[config.mk]
export PLATFORM = sky130hd
export DESIGN_NAME = instruction_decoder
export DESIGN_NICKNAME = d
export VERILOG_FILES = /design/src/source/rv_isa_pkg.sv /design/src/source/decode_pkg.sv /design/src/source/opcode_classifier.sv /design/src/source/field_checker.sv /design/src/source/imm_gen.sv /design/src/source/microcode_gen.sv /design/src/source/decode_control.sv /design/src/source/instruction_decoder.sv
export SDC_FILE = /design/constraint.sdc
export NUM_CORES = 1
export LEC_CHECK = 0
export ABC_AREA = 0
export ABC_CLOCK_PERIOD_IN_PS = 2100
export BUFFER_PORTS_ARGS = -buffer_cell sky130_fd_sc_hd__buf_2
export CAP_MARGIN = 20
export CORE_ASPECT_RATIO = 0.6
export CORE_MARGIN = 2
export CORE_UTILIZATION = 51
export CTS_CLUSTER_DIAMETER = 60
export DETAILED_ROUTE_END_ITERATION = 12
export PLACE_DENSITY = 0.9
export SYNTH_ARGS = -nofsm -noshare
export SYNTH_HDL_FRONTEND = slang
export SYNTH_SLANG_ARGS = --single-unit
[constraint.sdc]
create_clock -name clk -period 2.1 [get_ports clk]
set_clock_uncertainty 0.15 [all_clocks]
set_input_delay 0.105 -clock clk [delete_from_list [all_inputs] [get_ports clk]]
set_output_delay 0.105 -clock clk [all_outputs]
set_load 0.03 [all_outputs]
[src/source/rv_isa_pkg.sv]
`default_nettype none

package rv_isa_pkg;

    parameter int XLEN = 32;

    // Major opcodes, bits [6:0] of the instruction word
    typedef enum logic [6:0] {
        OPC_LUI      = 7'b0110111,
        OPC_AUIPC    = 7'b0010111,
        OPC_JAL      = 7'b1101111,
        OPC_JALR     = 7'b1100111,
        OPC_BRANCH   = 7'b1100011,
        OPC_LOAD     = 7'b0000011,
        OPC_STORE    = 7'b0100011,
        OPC_OP_IMM   = 7'b0010011,
        OPC_OP       = 7'b0110011,
        OPC_MISC_MEM = 7'b0001111,
        OPC_SYSTEM   = 7'b1110011  // Not supported, decodes as illegal
    } opcode_e;

    typedef enum logic [3:0] {
        CLS_LUI,
        CLS_AUIPC,
        CLS_JAL,
        CLS_JALR,
        CLS_BRANCH,
        CLS_LOAD,
        CLS_STORE,
        CLS_OP_IMM,
        CLS_OP,
        CLS_FENCE,   // FENCE and FENCE.I
        CLS_ILLEGAL
    } instr_class_e;

    typedef logic [4:0] reg_idx_t;

    // R-type layout, other formats reuse the same bit positions
    typedef struct packed {
        logic [6:0] funct7;
        reg_idx_t   rs2;
        reg_idx_t   rs1;
        logic [2:0] funct3;
        reg_idx_t   rd;
        logic [6:0] opcode;
    } instr_fields_t;

endpackage

`default_nettype wire

[src/source/decode_pkg.sv]
`default_nettype none

package decode_pkg;

    import rv_isa_pkg::*;

    typedef struct packed {
        logic     enable;
        reg_idx_t rs1;
        reg_idx_t rs2;
    } rd_rf_uop_t;

    typedef struct packed {
        logic       enable;
        logic       is_branch;
        logic       alt;     // SUB, SRA or SRAI
        logic [2:0] funct3;
    } ex_alu_uop_t;

    typedef struct packed {
        logic       enable;
        logic       is_store;
        logic [2:0] funct3;  // Access size and sign
    } ma_mem_uop_t;

    typedef struct packed {
        logic     enable;
        reg_idx_t rd;
    } wb_rf_uop_t;

    typedef enum logic {
        ALU_A_RS1,
        ALU_A_PC
    } alu_a_sel_e;

    typedef enum logic {
        ALU_B_RS2,
        ALU_B_IMM
    } alu_b_sel_e;

    typedef enum logic [1:0] {
        WB_ALU,
        WB_IMM,
        WB_MEM,
        WB_NPC
    } wb_sel_e;

    typedef enum logic [1:0] {
        PC_NPC,
        PC_JALR_TARGET,
        PC_OFFSET,
        PC_BRANCH  // Taken ? pc + offset : npc
    } pc_sel_e;

    typedef struct packed {
        logic [XLEN-1:0] imm;
        rd_rf_uop_t      rd_rf;
        ex_alu_uop_t     ex_alu;
        ma_mem_uop_t     ma_mem;
        wb_rf_uop_t      wb_rf;
        alu_a_sel_e      alu_a_sel;
        alu_b_sel_e      alu_b_sel;
        wb_sel_e         wb_sel;
        pc_sel_e         pc_sel;
    } decode_out_t;

endpackage

`default_nettype wire

[src/source/opcode_classifier.sv]
`timescale 1ns/1ns
`default_nettype none

module opcode_classifier import rv_isa_pkg::*; (
    input  logic [31:0]   instr,
    output instr_fields_t fields,
    output instr_class_e  cls,
    output logic          bad_opcode
);

    assign fields = instr_fields_t'(instr);

    always_comb begin
        cls = CLS_ILLEGAL;
        // Compressed encodings are not accepted
        if (fields.opcode[1:0] == 2'b11) begin
            case (fields.opcode)
                OPC_LUI:      cls = CLS_LUI;
                OPC_AUIPC:    cls = CLS_AUIPC;
                OPC_JAL:      cls = CLS_JAL;
                OPC_JALR:     cls = CLS_JALR;
                OPC_BRANCH:   cls = CLS_BRANCH;
                OPC_LOAD:     cls = CLS_LOAD;
                OPC_STORE:    cls = CLS_STORE;
                OPC_OP_IMM:   cls = CLS_OP_IMM;
                OPC_OP:       cls = CLS_OP;
                OPC_MISC_MEM: cls = CLS_FENCE;
                default:      cls = CLS_ILLEGAL;  // SYSTEM lands here
            endcase
        end
    end

    assign bad_opcode = (cls == CLS_ILLEGAL);

endmodule

`default_nettype wire

[src/source/field_checker.sv]
`timescale 1ns/1ns
`default_nettype none

module field_checker import rv_isa_pkg::*; #(
    parameter int NUM_REGS = 16
) (
    input  instr_fields_t fields,
    input  instr_class_e  cls,
    input  logic          bad_opcode,
    output logic          illegal
);

    localparam logic [6:0] F7_BASE = 7'b0000000;
    localparam logic [6:0] F7_ALT  = 7'b0100000;

    logic reads_rs1;
    logic reads_rs2;
    logic writes_rd;
    logic is_fence;
    logic is_fence_i;
    logic bad_rs;
    logic bad_rd;
    logic bad_funct3;
    logic bad_funct7;

    function automatic logic out_of_range(input reg_idx_t idx);
        return 32'(idx) >= NUM_REGS;
    endfunction

    assign reads_rs1  = cls inside {CLS_JALR, CLS_BRANCH, CLS_LOAD, CLS_STORE, CLS_OP_IMM, CLS_OP};
    assign reads_rs2  = cls inside {CLS_BRANCH, CLS_STORE, CLS_OP};
    assign writes_rd  = cls inside {CLS_LUI, CLS_AUIPC, CLS_JAL, CLS_JALR, CLS_LOAD,
                                    CLS_OP_IMM, CLS_OP};
    assign is_fence   = (cls == CLS_FENCE);
    assign is_fence_i = is_fence & fields.funct3[0];

    // FENCE keeps pred/succ in rs2 and funct7[2:0], FENCE.I has none
    assign bad_rs = (reads_rs1 & out_of_range(fields.rs1))
                  | (reads_rs2 & out_of_range(fields.rs2))
                  | (is_fence & (fields.rs1 != '0))
                  | (is_fence_i & (fields.rs2 != '0));

    assign bad_rd = (writes_rd & out_of_range(fields.rd))
                  | (is_fence & (fields.rd != '0));

    always_comb begin
        case (cls)
            CLS_JALR:   bad_funct3 = (fields.funct3 != 3'b000);
            CLS_LOAD:   bad_funct3 = fields.funct3 inside {3'b011, 3'b110, 3'b111};
            CLS_STORE:  bad_funct3 = fields.funct3[2] | (fields.funct3 == 3'b011);
            CLS_BRANCH: bad_funct3 = (fields.funct3[2:1] == 2'b01);
            CLS_FENCE:  bad_funct3 = (fields.funct3[2:1] != 2'b00);
            default:    bad_funct3 = 1'b0;
        endcase
    end

    always_comb begin
        case (cls)
            CLS_OP: begin
                bad_funct7 = !((fields.funct7 == F7_BASE) ||
                               ((fields.funct7 == F7_ALT) &&
                                (fields.funct3 inside {3'b000, 3'b101})));
            end
            CLS_OP_IMM: begin
                if (fields.funct3 == 3'b001) begin
                    bad_funct7 = (fields.funct7 != F7_BASE);  // SLLI
                end else if (fields.funct3 == 3'b101) begin
                    bad_funct7 = !(fields.funct7 inside {F7_BASE, F7_ALT});  // SRLI/SRAI
                end else begin
                    bad_funct7 = 1'b0;  // Plain immediate
                end
            end
            CLS_FENCE: begin
                bad_funct7 = (fields.funct7[6:3] != 4'b0000)
                           | (is_fence_i & (fields.funct7[2:0] != 3'b000));
            end
            default: bad_funct7 = 1'b0;
        endcase
    end

    assign illegal = bad_opcode | bad_rs | bad_rd | bad_funct3 | bad_funct7;

endmodule

`default_nettype wire

[src/source/imm_gen.sv]
`timescale 1ns/1ns
`default_nettype none

module imm_gen import rv_isa_pkg::*; (
    input  instr_fields_t fields,
    input  instr_class_e  cls,
    output logic [31:0]   imm
);

    logic        sign;
    logic [31:0] imm_u;
    logic [31:0] imm_j;
    logic [31:0] imm_b;
    logic [31:0] imm_s;
    logic [31:0] imm_i;

    assign sign = fields.funct7[6];  // Instruction bit 31

    assign imm_u = {fields.funct7, fields.rs2, fields.rs1, fields.funct3, 12'b0};

    assign imm_j = {{12{sign}}, fields.rs1, fields.funct3, fields.rs2[0],
                    fields.funct7[5:0], fields.rs2[4:1], 1'b0};

    assign imm_b = {{20{sign}}, fields.rd[0], fields.funct7[5:0], fields.rd[4:1], 1'b0};

    assign imm_s = {{20{sign}}, fields.funct7, fields.rd};

    assign imm_i = {{20{sign}}, fields.funct7, fields.rs2};

    always_comb begin
        case (cls)
            CLS_LUI,
            CLS_AUIPC:  imm = imm_u;
            CLS_JAL:    imm = imm_j;
            CLS_BRANCH: imm = imm_b;
            CLS_STORE:  imm = imm_s;
            default:    imm = imm_i;  // FENCE and OP get it too, unused there
        endcase
    end

endmodule

`default_nettype wire

[src/source/microcode_gen.sv]
`timescale 1ns/1ns
`default_nettype none

module microcode_gen import rv_isa_pkg::*, decode_pkg::*; (
    input  instr_fields_t fields,
    input  instr_class_e  cls,
    input  logic          illegal,
    input  logic [31:0]   imm,
    output decode_out_t   next_uops
);

    logic reads_rf;
    logic uses_alu;
    logic alu_funct;
    logic writes_rf;
    logic alt;

    assign reads_rf  = cls inside {CLS_JALR, CLS_BRANCH, CLS_LOAD, CLS_STORE, CLS_OP_IMM, CLS_OP};
    assign uses_alu  = cls inside {CLS_OP, CLS_OP_IMM, CLS_BRANCH, CLS_LOAD, CLS_STORE,
                                   CLS_AUIPC, CLS_JALR};
    assign alu_funct = cls inside {CLS_OP, CLS_OP_IMM, CLS_BRANCH};
    assign writes_rf = cls inside {CLS_LUI, CLS_AUIPC, CLS_JAL, CLS_JALR, CLS_LOAD,
                                   CLS_OP_IMM, CLS_OP};

    // SUB and SRA on OP, SRAI on OP-IMM
    assign alt = fields.funct7[5] &
                 (((cls == CLS_OP) && (fields.funct3 inside {3'b000, 3'b101})) ||
                  ((cls == CLS_OP_IMM) && (fields.funct3 == 3'b101)));

    always_comb begin
        next_uops = '0;
        next_uops.imm = imm;

        next_uops.rd_rf.enable = ~illegal & reads_rf;
        next_uops.rd_rf.rs1    = fields.rs1;
        next_uops.rd_rf.rs2    = fields.rs2;

        next_uops.ex_alu.enable    = ~illegal & uses_alu;
        next_uops.ex_alu.is_branch = (cls == CLS_BRANCH);
        next_uops.ex_alu.alt       = alt;
        next_uops.ex_alu.funct3    = alu_funct ? fields.funct3 : 3'b000;  // Else plain add

        next_uops.ma_mem.enable   = ~illegal & (cls inside {CLS_LOAD, CLS_STORE});
        next_uops.ma_mem.is_store = (cls == CLS_STORE);
        next_uops.ma_mem.funct3   = fields.funct3;

        next_uops.wb_rf.enable = ~illegal & writes_rf;
        next_uops.wb_rf.rd     = fields.rd;

        next_uops.alu_a_sel = (cls == CLS_AUIPC) ? ALU_A_PC : ALU_A_RS1;
        next_uops.alu_b_sel = (cls inside {CLS_OP, CLS_BRANCH}) ? ALU_B_RS2 : ALU_B_IMM;

        case (cls)
            CLS_LOAD:         next_uops.wb_sel = WB_MEM;
            CLS_LUI:          next_uops.wb_sel = WB_IMM;
            CLS_JAL, CLS_JALR: next_uops.wb_sel = WB_NPC;  // Link address
            default:          next_uops.wb_sel = WB_ALU;
        endcase

        case (cls)
            CLS_JAL:    next_uops.pc_sel = PC_OFFSET;
            CLS_JALR:   next_uops.pc_sel = PC_JALR_TARGET;
            CLS_BRANCH: next_uops.pc_sel = PC_BRANCH;
            default:    next_uops.pc_sel = PC_NPC;
        endcase
    end

endmodule

`default_nettype wire

[src/source/decode_control.sv]
`timescale 1ns/1ns
`default_nettype none

module decode_control import decode_pkg::*; (
    input  logic        clk,
    input  logic        rst_n,
    input  logic        available,
    input  decode_out_t next_uops,
    input  logic        illegal,
    output decode_out_t uops,
    output logic        busy,
    output logic        fault
);

    logic started;
    logic capture;

    // Second cycle of a request, decode inputs have settled
    assign capture = busy & started;

    always_ff @(posedge clk or negedge rst_n) begin
        if (!rst_n) begin
            started <= 1'b0;
            busy    <= 1'b0;
        end else begin
            started <= available;
            busy    <= available & ~started;  // One pulse per rising request
        end
    end

    always_ff @(posedge clk or negedge rst_n) begin
        if (!rst_n) begin
            fault <= 1'b0;
        end else if (capture) begin
            fault <= illegal;  // Sticky until the next request
        end
    end

    always_ff @(posedge clk or negedge rst_n) begin
        if (!rst_n) begin
            uops <= '0;
        end else if (capture) begin
            uops <= next_uops;
        end
    end

endmodule

`default_nettype wire

[src/source/instruction_decoder.sv]
`timescale 1ns/1ns
`default_nettype none

module instruction_decoder import rv_isa_pkg::*, decode_pkg::*; #(
    parameter int NUM_REGS = 16
) (
    input  logic        clk,
    input  logic        rst_n,
    input  logic        available,
    input  logic [31:0] instr,
    output decode_out_t uops,
    output logic        busy,
    output logic        fault
);

    instr_fields_t fields;
    instr_class_e  cls;
    logic          bad_opcode;
    logic          illegal;
    logic [31:0]   imm;
    decode_out_t   next_uops;

    opcode_classifier u_classifier (
        .instr      (instr),
        .fields     (fields),
        .cls        (cls),
        .bad_opcode (bad_opcode)
    );

    field_checker #(
        .NUM_REGS (NUM_REGS)
    ) u_checker (
        .fields     (fields),
        .cls        (cls),
        .bad_opcode (bad_opcode),
        .illegal    (illegal)
    );

    imm_gen u_imm (
        .fields (fields),
        .cls    (cls),
        .imm    (imm)
    );

    microcode_gen u_microcode (
        .fields    (fields),
        .cls       (cls),
        .illegal   (illegal),
        .imm       (imm),
        .next_uops (next_uops)
    );

    decode_control u_control (
        .clk       (clk),
        .rst_n     (rst_n),
        .available (available),
        .next_uops (next_uops),
        .illegal   (illegal),
        .uops      (uops),
        .busy      (busy),
        .fault     (fault)
    );

endmodule

`default_nettype wire

==> run_results.csv <==
group,metric,value,unit
cells_and_area,fin_area,0.004364,mm²
global_routing,grt_most_used_layer,"met2",
place,io_buffers,102,
global_routing,track_usage,29.98,%
timing,slew_headroom,37.48,%
global_routing,grt_util_met2,45.27,%
critical_path,required,2.19,ns
detailed_routing,ant_nets,0,
timing,tns,0,ns
critical_path,critical_path.max_stage_delay,0.52,ns
global_routing,antenna_found_initial,0,
pwr,clkPwrFrac,32.1,%
detailed_routing,wl,10130,µm
clocking,root_buffer,"clkbuf_8",
global_routing,grt_pass1_vias,3159,
place,dp_cells,543,
detailed_routing,first_pass_iters,5,
clocking,cts.htree.levels,3,
flow_run,cap_violations,0,
floorplanning,initial_core_util,52.56,%
place,placed_area,0.003834,mm²
timing,period_share,98.49,%
clocking,cts_tree,"built",
critical_path,critPathMaxFanout,14,
logic_synthesis,syn_nets,408,
place,hpwl,6759,µm
logic_synthesis,yosysSeqAreaShare,53.76,%
pwr,comb_power_share,25.7,%
critical_path,endpoint_kind,"register",
floorplanning,fp.dieH,65.47,µm
timing,timing.final.max_slew_violations,0,
floorplanning,rows,22,
pwr,fin_total_pwr,3.782,mW
clocking,cts_buffers,9,
timing,fmax,0.4835,GHz
detailed_routing,routedWlPerCell,17.29,µm
global_routing,met3_usage,8.433,%
clocking,insertion_delay,0.34,ns
critical_path,cp_data_arrival_time,2.16,ns
critical_path,r2r_cells,6,
cells_and_area,area_growth,35.88,%
place,gp_congestion,0.9889,
timing,worst_pin_slew,0.9359,ns
timing,post-route-min-period,2.068,ns
critical_path,path_cells,"dlygate4sd3_1, buf_2, nor2b_1, nor3_1, o21ai_0, a211oi_1, nand4_4, o21a_1",
timing,worst_slack,0.03172,ns
detailed_routing,routed_via_density,5.696,
place,pre_cts_ws,0.08163,ns
critical_path,worstSetupPathType,"primary input to register",
pwr,internal_power,2.487,mW
logic_synthesis,synth-seq-cells,69,
clocking,cts_buffer_depth,2,
min_path,min_path_type,"primary input to register",
logic_synthesis,synth_warnings,0,
clocking,cts.sinks,69,
global_routing,use_met1,42.98,%
critical_path,critPathSlowestCell,"dlygate4sd3_1",
cells_and_area,layout-drive-gt1-share,27.49,%
cells_and_area,diodes,0,
global_routing,grt_max_degree,95,
detailed_routing,vias,3338,
floorplanning,io_pins,103,
min_path,hold_path_depth,3,
global_routing,grt_overflow,0,
pwr,sw_frac_of_total,34.23,%
logic_synthesis,ys_async_sr_fraction,100.0,%
detailed_routing,drt_iter0_markers,338,
outcome,status,"completed",
pwr,power_frac_seq,42.2,%
logic_synthesis,syn_inst,373,
pwr,peakVddDrop,0.5005,mV
floorplanning,die_width,106.5,µm
timing,final-setup-viol-count,0,
global_routing,grt_pass1_wl,15980,µm
cells_and_area,final_nets,532,
logic_synthesis,ys_types,45,
logic_synthesis,netlist_area,0.003212,mm²
floorplanning,die-area,0.006969,mm²
logic_synthesis,synth_edf_count,0,
detailed_routing,drc,0,
timing,fin_hold_ws,0.03650,ns
cells_and_area,fin_util,71.42,%
floorplanning,core,0.006111,mm²
pwr,p_per_area,866.5,mW/mm²
clocking,clkTransAtPathRegs,0.07,ns
pwr,p_switching,1.294,mW
pwr,power.leakage,2.150,nW
critical_path,cp-start-kind,"primary input",
logic_synthesis,ys.flop_type,"dfrtp_1",
timing,hold_viol_final,0,
cells_and_area,final_cells,586,
logic_synthesis,syn_avg_cell_area,8.611,µm²
==> power by group through the flow <==
| stage | clock network [mW] | registers [mW] | logic (mW) |
|---|---|---|---|
| 6_report | 1.21 | 1.60 | 0.972 |
| 2_1_floorplan | 0 | 1.95 | 0.238 |
| 3_3_place_gp | 0 | 1.61 | 0.901 |
| 3_5_place_dp | 0 | 1.61 | 0.921 |
| 5_1_grt | 1.29 | 1.61 | 1.04 |
| 4_1_cts | 1.22 | 1.59 | 0.962 |
==> Yosys cell counts (2+ instances only) <==
master      n  share of area [%]
nor4_1      5               0.97
nor3_1      5               0.78
a22o_1      4                1.1
o21a_1      2               0.47
o41ai_1     3               0.82
buf_2       5               0.78
a21oi_1    28                4.4
or3_1       3               0.58
o21ai_0     5               0.78
nor2b_1     9                1.8
nand2b_1    2               0.39
and3b_1     2               0.55
nand2_1   112                 13
o21ai_1    37                5.8
nor2_1     20                2.3
nand3_1     4               0.62
clkbuf_1   20                2.3
buf_1       3               0.35
a211oi_1    2               0.47
inv_1       3               0.35
nor3b_1     2               0.47
nand4_1     2               0.39
a221oi_1    4                1.1
dfrtp_1    69                 54
a31oi_1     2               0.39
==> worst max-delay path: cells and delay by family <==
kind                   cells  cell delay [ns]
buffers and inverters      2             0.79
AOI/OAI and AO/OA          3             0.73
and+or+nand+nor            3             0.52
==> state kept, by name (all words and copies together), names as in the netlist <==
name,count
u_control.busy,1
u_control.fault,1
u_control.started,1
u_control.uops,66
==> layout by cell type, fill, tap and decap left out, drive strengths merged, types with 5 or more instances in the layout <==
cell type / n
a21oi: 28
o21ai: 42
nor2b: 9
dlygate4sd3: 28
dfrtp: 69
clkbuf: 10
buf: 113
nor3: 5
nor4: 5
nor2: 20
nand2: 112
==> area by class of cell <==
type / instances / area (µm²)
Fill cell: 491 / 1747
Clock inverter: 6 / 86.33
Sequential cell: 69 / 1727
Clock buffer: 10 / 137.6
Tap cell: 84 / 105.1
Timing Repair Buffer: 141 / 900.9
Multi-Input combinational cell: 273 / 1396
Inverter: 3 / 11.26
==> final timing paths <==
kind,startpoint,endpoint,slack (ns)
worst max register to register,u_control.started,u_control.fault,0.13
worst max-delay path,instr[5],u_control.fault,0.03
max in group asynchronous,rst_n,u_control.uops[5],1.34
worst min-delay path,instr[3],u_control.uops[1],0.04
min in group asynchronous,rst_n,u_control.uops[6],0.15
worst min register to register,u_control.uops[0],u_control.uops[0],0.32
==> logic make-up (layout without fill, tap and decap cells) <==
family	Yosys count	after routing	share of synthesized area, %
xor+xnor	2	2	0.5455
buf+inv	31	160	3.817
flops	69	69	53.76
compound gates	97	97	17.88
simple gates	174	174	24.00
==> routing by layer <==
metal,part of all wire [%],vias to the layer above,routed length (µm)
met5,0,-,0
li1,-,1535,-
met3,9.5,13,963
met2,44,182,4476
met4,0.98,0,99
met1,45,1608,4593
==> timing repair <==
| item | in CTS | in global routing |
|---|---|---|
| endpoints found under the hold margin | 119 | 0 |
| hold buffers | 28 | 0 |
| resized for setup | 0 | 6 |
| setup buffers | 0 | 0 |
| setup endpoints to repair | 0 | 12 |
Power figures use the tool's default switching activity.
